<file path="config.mk">
export PLATFORM = sky130hd
export DESIGN_NAME = rtc_top
export DESIGN_NICKNAME = d
export VERILOG_FILES = /design/src/rtc_pkg.sv /design/src/rtc_top.sv /design/src/rtc_status_gen.sv /design/src/rtc_time_core.sv /design/src/rtc_pacer.sv /design/src/rtc_cmd_deser.sv
export SDC_FILE = /design/constraint.sdc
export NUM_CORES = 1
export LEC_CHECK = 0
export BUFFER_PORTS_ARGS = -buffer_cell sky130_fd_sc_hd__buf_2
export CAP_MARGIN = 30
export CORE_MARGIN = 4
export CORE_UTILIZATION = 43
export DETAILED_ROUTE_END_ITERATION = 12
export PLACE_DENSITY = 0.56
export SYNTH_ARGS = -nofsm -noshare
export SYNTH_HDL_FRONTEND = slang
export SYNTH_SLANG_ARGS = --single-unit
</file>
<file path="constraint.sdc">
create_clock -name mclk -period 5.4 [get_ports mclk]
set_input_delay 1.08 -clock mclk [delete_from_list [all_inputs] [get_ports mclk]]
set_output_delay 1.08 -clock mclk [all_outputs]
set_load 0.03 [all_outputs]
</file>
<file path="src/rtc_pkg.sv">
/*
 * rtc_pkg: widths, register indices, byte counts
 * and the last valid microsecond value of the real-time clock
 */
`default_nettype none

package rtc_pkg;

    // time and correction widths
    localparam int SEC_W  = 32;           // whole seconds
    localparam int USEC_W = 20;           // microseconds, 0..999999
    localparam int CORR_W = 16;           // signed rate correction
    localparam int ACC_W  = 24;           // phase accumulator

    // microsecond counter wraps after this value
    localparam logic [USEC_W-1:0] USEC_MAX = 20'd999999;

    // byte-serial framing
    localparam int CMD_BYTES    = 6;      // al, ah, d0..d3
    localparam int STATUS_BYTES = 9;      // addr, seq/snap, sec x4, usec x3

    // register index = low two address bits
    localparam logic [1:0] REG_USEC   = 2'd0; // pending microseconds
    localparam logic [1:0] REG_SEC    = 2'd1; // pending seconds, starts the load
    localparam logic [1:0] REG_CORR   = 2'd2; // rate correction
    localparam logic [1:0] REG_STATUS = 2'd3; // snapshot + status request

endpackage

`default_nettype wire
</file>
<file path="src/rtc_top.sv">
/*
 * rtc_top: command deserializer, pacer, time core
 * and status generator of the microsecond real-time clock
 */
`default_nettype none

module rtc_top
    import rtc_pkg::*;
#(
    parameter logic [15:0] RTC_ADDR    = 16'h0704,
    parameter logic [15:0] RTC_MASK    = 16'h07fc,
    parameter int          RTC_MHZ     = 25,
    parameter logic [7:0]  STATUS_ADDR = 8'h31
) (
    input  wire               mclk,
    input  wire               rst,
    input  wire               refclk,
    input  wire  [7:0]        cmd_ad,
    input  wire               cmd_stb,
    output logic [7:0]        status_ad,
    output logic              status_rq,
    input  wire               status_start,
    output logic [SEC_W-1:0]  live_sec,
    output logic [USEC_W-1:0] live_usec
);

    logic [1:0]  reg_sel;
    logic [31:0] reg_data;
    logic        reg_we;
    logic        half_tick;
    logic        run;

    rtc_cmd_deser #(
        .RTC_ADDR (RTC_ADDR),
        .RTC_MASK (RTC_MASK)
    ) u_cmd_deser (
        .mclk     (mclk),
        .rst      (rst),
        .cmd_ad   (cmd_ad),
        .cmd_stb  (cmd_stb),
        .reg_sel  (reg_sel),
        .reg_data (reg_data),
        .reg_we   (reg_we)
    );

    rtc_pacer #(
        .RTC_MHZ   (RTC_MHZ)
    ) u_pacer (
        .mclk      (mclk),
        .rst       (rst),
        .refclk    (refclk),
        .run       (run),
        .half_tick (half_tick)
    );

    rtc_time_core u_time_core (
        .mclk      (mclk),
        .rst       (rst),
        .reg_sel   (reg_sel),
        .reg_data  (reg_data),
        .reg_we    (reg_we),
        .half_tick (half_tick),
        .run       (run),
        .live_sec  (live_sec),
        .live_usec (live_usec)
    );

    rtc_status_gen #(
        .STATUS_ADDR  (STATUS_ADDR)
    ) u_status_gen (
        .mclk         (mclk),
        .rst          (rst),
        .reg_sel      (reg_sel),
        .reg_data     (reg_data[7:0]),   // only seq byte needed
        .reg_we       (reg_we),
        .live_sec     (live_sec),
        .live_usec    (live_usec),
        .status_ad    (status_ad),
        .status_rq    (status_rq),
        .status_start (status_start)
    );

endmodule

`default_nettype wire

</file>
<file path="src/rtc_status_gen.sv">
/*
 * rtc_status_gen: time snapshot, sequence and toggle bits,
 * status request and byte-serial packet transmitter
 */
`default_nettype none

module rtc_status_gen
    import rtc_pkg::*;
#(
    parameter logic [7:0] STATUS_ADDR = 8'h31   // first packet byte
) (
    input  wire               mclk,
    input  wire               rst,
    input  wire  [1:0]        reg_sel,
    input  wire  [7:0]        reg_data,     // seq in bits 5:0
    input  wire               reg_we,
    input  wire  [SEC_W-1:0]  live_sec,
    input  wire  [USEC_W-1:0] live_usec,
    output logic [7:0]        status_ad,
    output logic              status_rq,
    input  wire               status_start  // grant, seen with address byte
);

    localparam int TX_W  = 8 * (STATUS_BYTES - 1);
    localparam int CNT_W = $clog2(STATUS_BYTES);

    logic              status_wr;
    logic [SEC_W-1:0]  snap_sec;
    logic [USEC_W-1:0] snap_usec;
    logic              snap_bit;       // toggles per snapshot
    logic [5:0]        seq;
    logic [TX_W-1:0]   tx_sr;          // bytes 1..8, next one in low byte
    logic [CNT_W-1:0]  byte_cnt;       // 0 = idle, else byte being sent
    logic              sending;
    logic              granted;
    logic              busy;
    logic              last_byte;
    logic              pend;           // request held during a packet

    assign status_wr = reg_we && (reg_sel == REG_STATUS);
    assign sending   = byte_cnt != '0;
    assign granted   = status_rq && status_start;
    assign busy      = sending || granted;
    assign last_byte = byte_cnt == CNT_W'(STATUS_BYTES - 1);

    // snapshot and packet shifter
    always_ff @(posedge mclk) begin
        if (status_wr) begin
            snap_sec  <= live_sec;
            snap_usec <= live_usec;
            seq       <= reg_data[5:0];
        end
        if (granted)
            tx_sr <= {{(24-USEC_W){1'b0}}, snap_usec, snap_sec, seq, snap_bit, 1'b0};
        else if (sending)
            tx_sr <= {8'h00, tx_sr[TX_W-1:8]};
    end

    // request, hold and byte counter
    always_ff @(posedge mclk or posedge rst) begin
        if (rst) begin
            snap_bit  <= 1'b0;
            status_rq <= 1'b0;
            pend      <= 1'b0;
            byte_cnt  <= '0;
        end else begin
            if (status_wr) snap_bit <= ~snap_bit;

            if (granted)
                status_rq <= 1'b0;
            else if (status_wr && !busy)
                status_rq <= 1'b1;
            else if (last_byte && (pend || status_wr))
                status_rq <= 1'b1;                 // held request after packet

            if (last_byte)              pend <= 1'b0;
            else if (status_wr && busy) pend <= 1'b1;

            if (granted)        byte_cnt <= CNT_W'(1);
            else if (last_byte) byte_cnt <= '0;
            else if (sending)   byte_cnt <= byte_cnt + 1'b1;
        end
    end

    assign status_ad = status_rq ? STATUS_ADDR :
                       sending   ? tx_sr[7:0]  : 8'h00;

    // request and payload never overlap on status_ad
    a_rq_idle : assert property (
        @(posedge mclk) disable iff (rst)
        sending |-> !status_rq
    );

endmodule

`default_nettype wire

</file>
<file path="src/rtc_time_core.sv">
/*
 * write registers, correction accumulator,
 * microsecond and second counters with deferred time load
 */
`default_nettype none

module rtc_time_core
    import rtc_pkg::*;
(
    input  wire               mclk,
    input  wire               rst,
    input  wire  [1:0]        reg_sel,
    input  wire  [31:0]       reg_data,
    input  wire               reg_we,
    input  wire               half_tick,
    output logic              run,          // enables the pacer
    output logic [SEC_W-1:0]  live_sec,
    output logic [USEC_W-1:0] live_usec
);

    logic              wr_usec;
    logic              wr_sec;
    logic              wr_corr;
    logic [USEC_W-1:0] wusec;           // pending microseconds
    logic [SEC_W-1:0]  wsec;            // pending seconds
    logic [CORR_W-1:0] corr;            // signed
    logic              pend;            // sec written, waiting for tick
    logic              load;            // armed, loads on next tick
    logic [ACC_W-1:0]  acc;
    logic [ACC_W-1:0]  step;            // 2^23 + corr
    logic [ACC_W:0]    next_acc;
    logic              carry;
    logic [1:0]        inc_usec;        // carry pipeline
    logic [1:0]        inc_sec;
    logic [USEC_W-1:0] usec_plus1;
    logic [SEC_W-1:0]  sec_plus1;

    assign wr_usec = reg_we && (reg_sel == REG_USEC);
    assign wr_sec  = reg_we && (reg_sel == REG_SEC);
    assign wr_corr = reg_we && (reg_sel == REG_CORR);

    // half of full scale per tick plus sign-extended correction
    assign step     = {~corr[CORR_W-1], {(ACC_W-CORR_W-1){corr[CORR_W-1]}}, corr};
    assign next_acc = {1'b0, acc} + {1'b0, step};
    assign carry    = half_tick && !load && next_acc[ACC_W]; // one per us nominal

    // pending time and precomputed increments
    always_ff @(posedge mclk) begin
        if (wr_usec) wusec <= reg_data[USEC_W-1:0];
        if (wr_sec)  wsec  <= reg_data[SEC_W-1:0];
        usec_plus1 <= live_usec + 1'b1;
        sec_plus1  <= live_sec + 1'b1;
    end

    // run flag, load sequencing, accumulator and carry pipe
    always_ff @(posedge mclk or posedge rst) begin
        if (rst) begin
            corr     <= '0;
            run      <= 1'b0;
            pend     <= 1'b0;
            load     <= 1'b0;
            acc      <= '0;
            inc_usec <= '0;
            inc_sec  <= '0;
        end else begin
            if (wr_corr) corr <= reg_data[CORR_W-1:0];
            if (wr_sec)  run  <= 1'b1;           // stays on until reset

            if (wr_sec)         pend <= 1'b1;
            else if (half_tick) pend <= 1'b0;
            if (half_tick)      load <= pend;    // arm on first tick

            if (half_tick) acc <= load ? '0 : next_acc[ACC_W-1:0];

            inc_usec <= {inc_usec[0], carry};
            inc_sec  <= {inc_sec[0], carry && (live_usec == USEC_MAX)};
        end
    end

    // microsecond and second counters
    always_ff @(posedge mclk or posedge rst) begin
        if (rst) begin
            live_usec <= '0;
            live_sec  <= '0;
        end else if (half_tick && load) begin
            live_usec <= wusec;          // second tick after the write
            live_sec  <= wsec;
        end else if (inc_sec[1]) begin
            live_usec <= '0;             // wrap
            live_sec  <= sec_plus1;
        end else if (inc_usec[1]) begin
            live_usec <= usec_plus1;
        end
    end

    // loads and increments keep the count in range
    a_usec_range : assert property (
        @(posedge mclk) disable iff (rst)
        live_usec <= USEC_MAX
    );

endmodule

`default_nettype wire

</file>
<file path="src/rtc_pacer.sv">
/*
 * rtc_pacer: refclk synchronizer, edge counter and
 * half-microsecond tick generator
 */
`default_nettype none

module rtc_pacer #(
    parameter int RTC_MHZ = 25    // refclk frequency, integer MHz
) (
    input  wire  mclk,
    input  wire  rst,
    input  wire  refclk,          // slow, below mclk/2
    input  wire  run,             // pacer held cleared while low
    output logic half_tick        // one pulse per 0.5 us
);

    localparam int CNT_W = $clog2(RTC_MHZ + 1);

    logic [2:0]       ref_sync;   // synchronizer chain
    logic             ref_edge;   // either edge of refclk
    logic [CNT_W-1:0] edge_cnt;   // edges left in this half-us

    assign ref_edge = ref_sync[2] ^ ref_sync[1];

    always_ff @(posedge mclk or posedge rst) begin
        if (rst) begin
            ref_sync  <= '0;
            edge_cnt  <= CNT_W'(RTC_MHZ);
            half_tick <= 1'b0;
        end else begin
            ref_sync  <= {ref_sync[1:0], refclk};
            half_tick <= run && ref_edge && (edge_cnt == CNT_W'(1));
            if (!run) begin
                edge_cnt <= CNT_W'(RTC_MHZ);    // restart phase on next run
            end else if (ref_edge) begin
                if (edge_cnt == CNT_W'(1))
                    edge_cnt <= CNT_W'(RTC_MHZ);  // reload at tick
                else
                    edge_cnt <= edge_cnt - 1'b1;
            end
        end
    end

    // edges are at least two mclk apart, so are ticks
    a_tick_gap : assert property (
        @(posedge mclk) disable iff (rst)
        half_tick |=> !half_tick
    );

endmodule

`default_nettype wire

</file>
<file path="src/rtc_cmd_deser.sv">
/*
 * rtc_cmd_deser: byte-serial command deserializer
 * collects six bytes, matches address against base/mask, pulses reg_we
 */
`default_nettype none

module rtc_cmd_deser
    import rtc_pkg::*;
#(
    parameter logic [15:0] RTC_ADDR = 16'h0704,  // base address
    parameter logic [15:0] RTC_MASK = 16'h07fc   // address bits that must match
) (
    input  wire        mclk,
    input  wire        rst,
    input  wire  [7:0] cmd_ad,     // address/data byte
    input  wire        cmd_stb,    // with first byte only
    output logic [1:0] reg_sel,
    output logic [31:0] reg_data,
    output logic       reg_we
);

    localparam int SR_W  = 8 * CMD_BYTES;
    localparam int CNT_W = $clog2(CMD_BYTES);

    logic [SR_W-1:0]  cmd_sr;       // byte 0 ends up in the low byte
    logic [CNT_W-1:0] byte_cnt;     // 0 = idle
    logic             cmd_done;     // full command in cmd_sr
    logic [15:0]      cmd_addr;
    logic             addr_hit;

    // command assembly
    always_ff @(posedge mclk) begin
        if (cmd_stb || (byte_cnt != '0)) begin
            cmd_sr <= {cmd_ad, cmd_sr[SR_W-1:8]}; // new byte enters at top
        end
    end

    // byte counter and completion flag
    always_ff @(posedge mclk or posedge rst) begin
        if (rst) begin
            byte_cnt <= '0;
            cmd_done <= 1'b0;
        end else begin
            cmd_done <= 1'b0;
            if (cmd_stb) begin
                byte_cnt <= CNT_W'(1);        // first byte taken
            end else if (byte_cnt == CNT_W'(CMD_BYTES - 1)) begin
                byte_cnt <= '0;               // sixth byte taken
                cmd_done <= 1'b1;
            end else if (byte_cnt != '0) begin
                byte_cnt <= byte_cnt + 1'b1;
            end
        end
    end

    // little-endian address in the two low bytes
    assign cmd_addr = cmd_sr[15:0];
    assign addr_hit = ((cmd_addr ^ RTC_ADDR) & RTC_MASK) == 16'h0000;

    assign reg_sel  = cmd_addr[1:0];          // register index
    assign reg_data = cmd_sr[SR_W-1 -: 32];   // d0..d3
    assign reg_we   = cmd_done && addr_hit;

    // one write per command
    a_we_single : assert property (
        @(posedge mclk) disable iff (rst)
        reg_we |=> !reg_we
    );

endmodule

`default_nettype wire

</file>
==> impl_metrics.env <==
export IMPL_status="completed"
export IMPL_skew_ps=9.03
export IMPL_fin_ws_ps=1980
export IMPL_clockRootBuffer="clkbuf_16"
export IMPL_rr_endpoint="u_time_core.acc[18]"
export IMPL_nNetsFinal=1342
export IMPL_synth_nets=1256
export IMPL_gp_congestion=0.840
export IMPL_finalSetupTns_ps=0
export IMPL_setup_viol=0
export IMPL_final_hold_viol_count=0
export IMPL_yosysMostFrequentCell="edfxtp_1"
export IMPL_num_vias=9470
export IMPL_synthArstFlopShare_pct=30.6
export IMPL_drive_gt1_share_pct=14.6
export IMPL_syn_area_sq_um=15500
export IMPL_synth_area_per_cell_sq_um=12.8
export IMPL_cts_tree="built"
export IMPL_synth_seq_area_share_pct=67.9
export IMPL_timing_final_crit_period_ps=3420
export IMPL_clk_path_buf_depth=3
export IMPL_ctsResizeCount=0
export IMPL_grt_pass1_vias=9482
export IMPL_syn_inst=1212
export IMPL_grt_usage_pct=17.8
export IMPL_cp_end_kind="output pin"
export IMPL_clk_latency_ps=530
export IMPL_yosysTopAreaCellShare_pct=41.9
export IMPL_cp_start_kind="flop"
export IMPL_nFillCells=3129
export IMPL_p_leak_nw=7.29
export IMPL_synth_flop_cell="edfxtp_1"
export IMPL_cts_setup_buffers=0
export IMPL_synth_common_cells="edfxtp_1, nand2_1, o21ai_0"
export IMPL_ir_drop_uv=253
export IMPL_routedWlPerCell_microns=19.3
export IMPL_drt_iter0_drc=622
export IMPL_place_area_sq_um=16500
export IMPL_port_buffers=73
export IMPL_synth_largest_area_cell="edfxtp_1"
export IMPL_ys_warn_count=0
export IMPL_design_area_sq_um=17800
export IMPL_grt_ovfl_total=0
export IMPL_crit_fanout=55
export IMPL_num_rows=69
export IMPL_dr_pass1_iters=5
export IMPL_via_per_inst=5.29
export IMPL_grt_max_degree=86
export IMPL_ioPinCount=74
export IMPL_fin_crit_sh_pct=63.3
export IMPL_rr_worst_depth=8
export IMPL_synth_cell_types=66
export IMPL_dp_cells=1716
export IMPL_fin_cells=1791
export IMPL_slew_headroom_pct=33.5
export IMPL_fmax_ghz=0.292
export IMPL_slew_viol_final=0
export IMPL_clk_pin_slew_ps=60
export IMPL_grt_pass1_wl_microns=54900
export IMPL_fp_dieH_microns=198
export IMPL_hp_class="flop to flop"
export IMPL_crit_arrival_ps=2340
export IMPL_startpoint="u_status_gen.byte_cnt[0]"
export IMPL_hpwl_microns=22900
export IMPL_maxCapViolCount=0
export IMPL_clock_sinks=389
export IMPL_ctsHoldBuffers=0
export IMPL_critPathKind="flop to output pin"
export IMPL_synthTopCellsByArea="edfxtp_1, dfrtp_1, dfxtp_1"
export IMPL_r2r_start="u_time_core.acc[0]"
export IMPL_route_detailed_drc=0
export IMPL_area_delta_synth_final_pct=14.6
export IMPL_grt_setup_unrepaired="false"
export IMPL_endpoint="status_ad[7]"
export IMPL_synth_edf_count=217
export IMPL_core_area_sq_um=35700
export IMPL_pre_cts_slack_ps=2330
export IMPL_start_util_pct=43.6
export IMPL_cts_made_buffers=41
export IMPL_synth_seq_cells=389
export IMPL_antenna_found_initial=0
export IMPL_final_antenna_net_count=0
export IMPL_die_area_sq_um=39300
export IMPL_fp_dieW_microns=198
export IMPL_h_tree_depth=2
export IMPL_r2r_slack_ps=2820
export IMPL_worst_slew_pin_slew_ps=996
export IMPL_wl_microns=34500
export IMPL_num_antenna_cells=0
export IMPL_p_per_area_nw_per_um2=392
export IMPL_critPathRequiredTime_ps=4320
[routing by layer]
| layer | up-vias | GRT usage, % | share of wire (%) |
|---|---|---|---|
| li1 | 4545 | - | - |
| met1 | 4710 | 26.4 | 48 |
| met2 | 167 | 27.9 | 46 |
| met3 | 48 | 2.65 | 3.8 |
| met4 | 0 | 4.39 | 2.1 |
| met5 | - | 0 | 0 |
[cell usage in the layout, fill, tap and decap left out, types with 11 or more instances in the layout]
master / n
dfrtp_1: 115
nand4_1: 15
and3_1: 15
inv_1: 14
buf_2: 73
nor2_1: 32
o21ai_0: 121
a22o_1: 11
buf_4: 11
ha_1: 30
dfxtp_1: 53
xor2_1: 27
edfxtp_1: 217
mux2_2: 17
a21oi_1: 36
clkbuf_1: 16
xnor2_1: 39
clkbuf_16: 42
nand3_1: 38
nand2_1: 213
mux2i_1: 53
[layout make-up]
type | count | area (sq um) | share of cell area [%]
clock buffer | 66 | 1220 | 6.85
clock inverter | 9 | 108 | 0.604
inverter | 16 | 62.6 | 0.351
multi-input combinational | 763 | 4780 | 26.8
sequential | 389 | 10600 | 59.3
tap | 461 | 577 | 3.24
timing repair buffer | 87 | 515 | 2.89
[power by group]
part	internal (mW)	switching, mW
clock network	1.64	1.11
registers	3.54	0.154
logic	0.152	0.391
total	5.34	1.66
[critical path, stage by stage, from the launching register on]
cell	delay, ps
dfrtp_1	390
inv_1	100
ha_1	170
nand2b_1	120
nor2_2	100
buf_4	430
nor2_1	150
and2_1	190
buf_2	170
[sequential cells by signal, indices dropped and copies added, names as in the netlist, 24 cells and up]
| signal | count |
|---|---|
| u_time_core.acc | 24 |
| u_time_core.live_sec | 32 |
| u_time_core.sec_plus1 | 32 |
| u_status_gen.tx_sr | 60 |
| u_cmd_deser.cmd_sr | 48 |
| u_status_gen.snap_sec | 32 |
| u_time_core.wsec | 32 |
[worst min-delay path by stage]
stage                     slack (ps)                    start  depth (start not counted)                 endpoint
after floorplan                  330      u_pacer.ref_sync[0]                          0      u_pacer.ref_sync[1]
after global placement           330  u_time_core.inc_usec[0]                          0  u_time_core.inc_usec[1]
after detailed placement         340  u_time_core.inc_usec[0]                          0  u_time_core.inc_usec[1]
after CTS                        350  u_time_core.inc_usec[0]                          0  u_time_core.inc_usec[1]
after global routing             360  u_time_core.inc_usec[0]                          0  u_time_core.inc_usec[1]
final                            350      u_pacer.ref_sync[0]                          0      u_pacer.ref_sync[1]
[per-stage QoR]
step	power [mW]	util, %	hold WS [ps]
2_1_floorplan	4.06	-	331
3_3_place_gp	4.30	46.1	335
3_5_place_dp	4.31	46.3	336
4_1_cts	7.08	50.0	349
5_1_grt	7.30	50.0	360
6_report	6.99	50.0	347
[logic make-up (layout without fill, tap and decap cells)]
family | count (synthesis) | in the layout | share of synthesized area, %
buffers and inverters | 60 | 178 | 1.48
adders and majority gates | 31 | 31 | 2.54
muxes | 70 | 70 | 4.64
DFF | 389 | 389 | 67.9
and+or+nand+nor | 382 | 382 | 11.5
AOI/OAI and AO/OA | 214 | 214 | 8.14
xor gates and xnor gates | 66 | 66 | 3.72
Note: power is estimated with default switching activity, not from simulation.
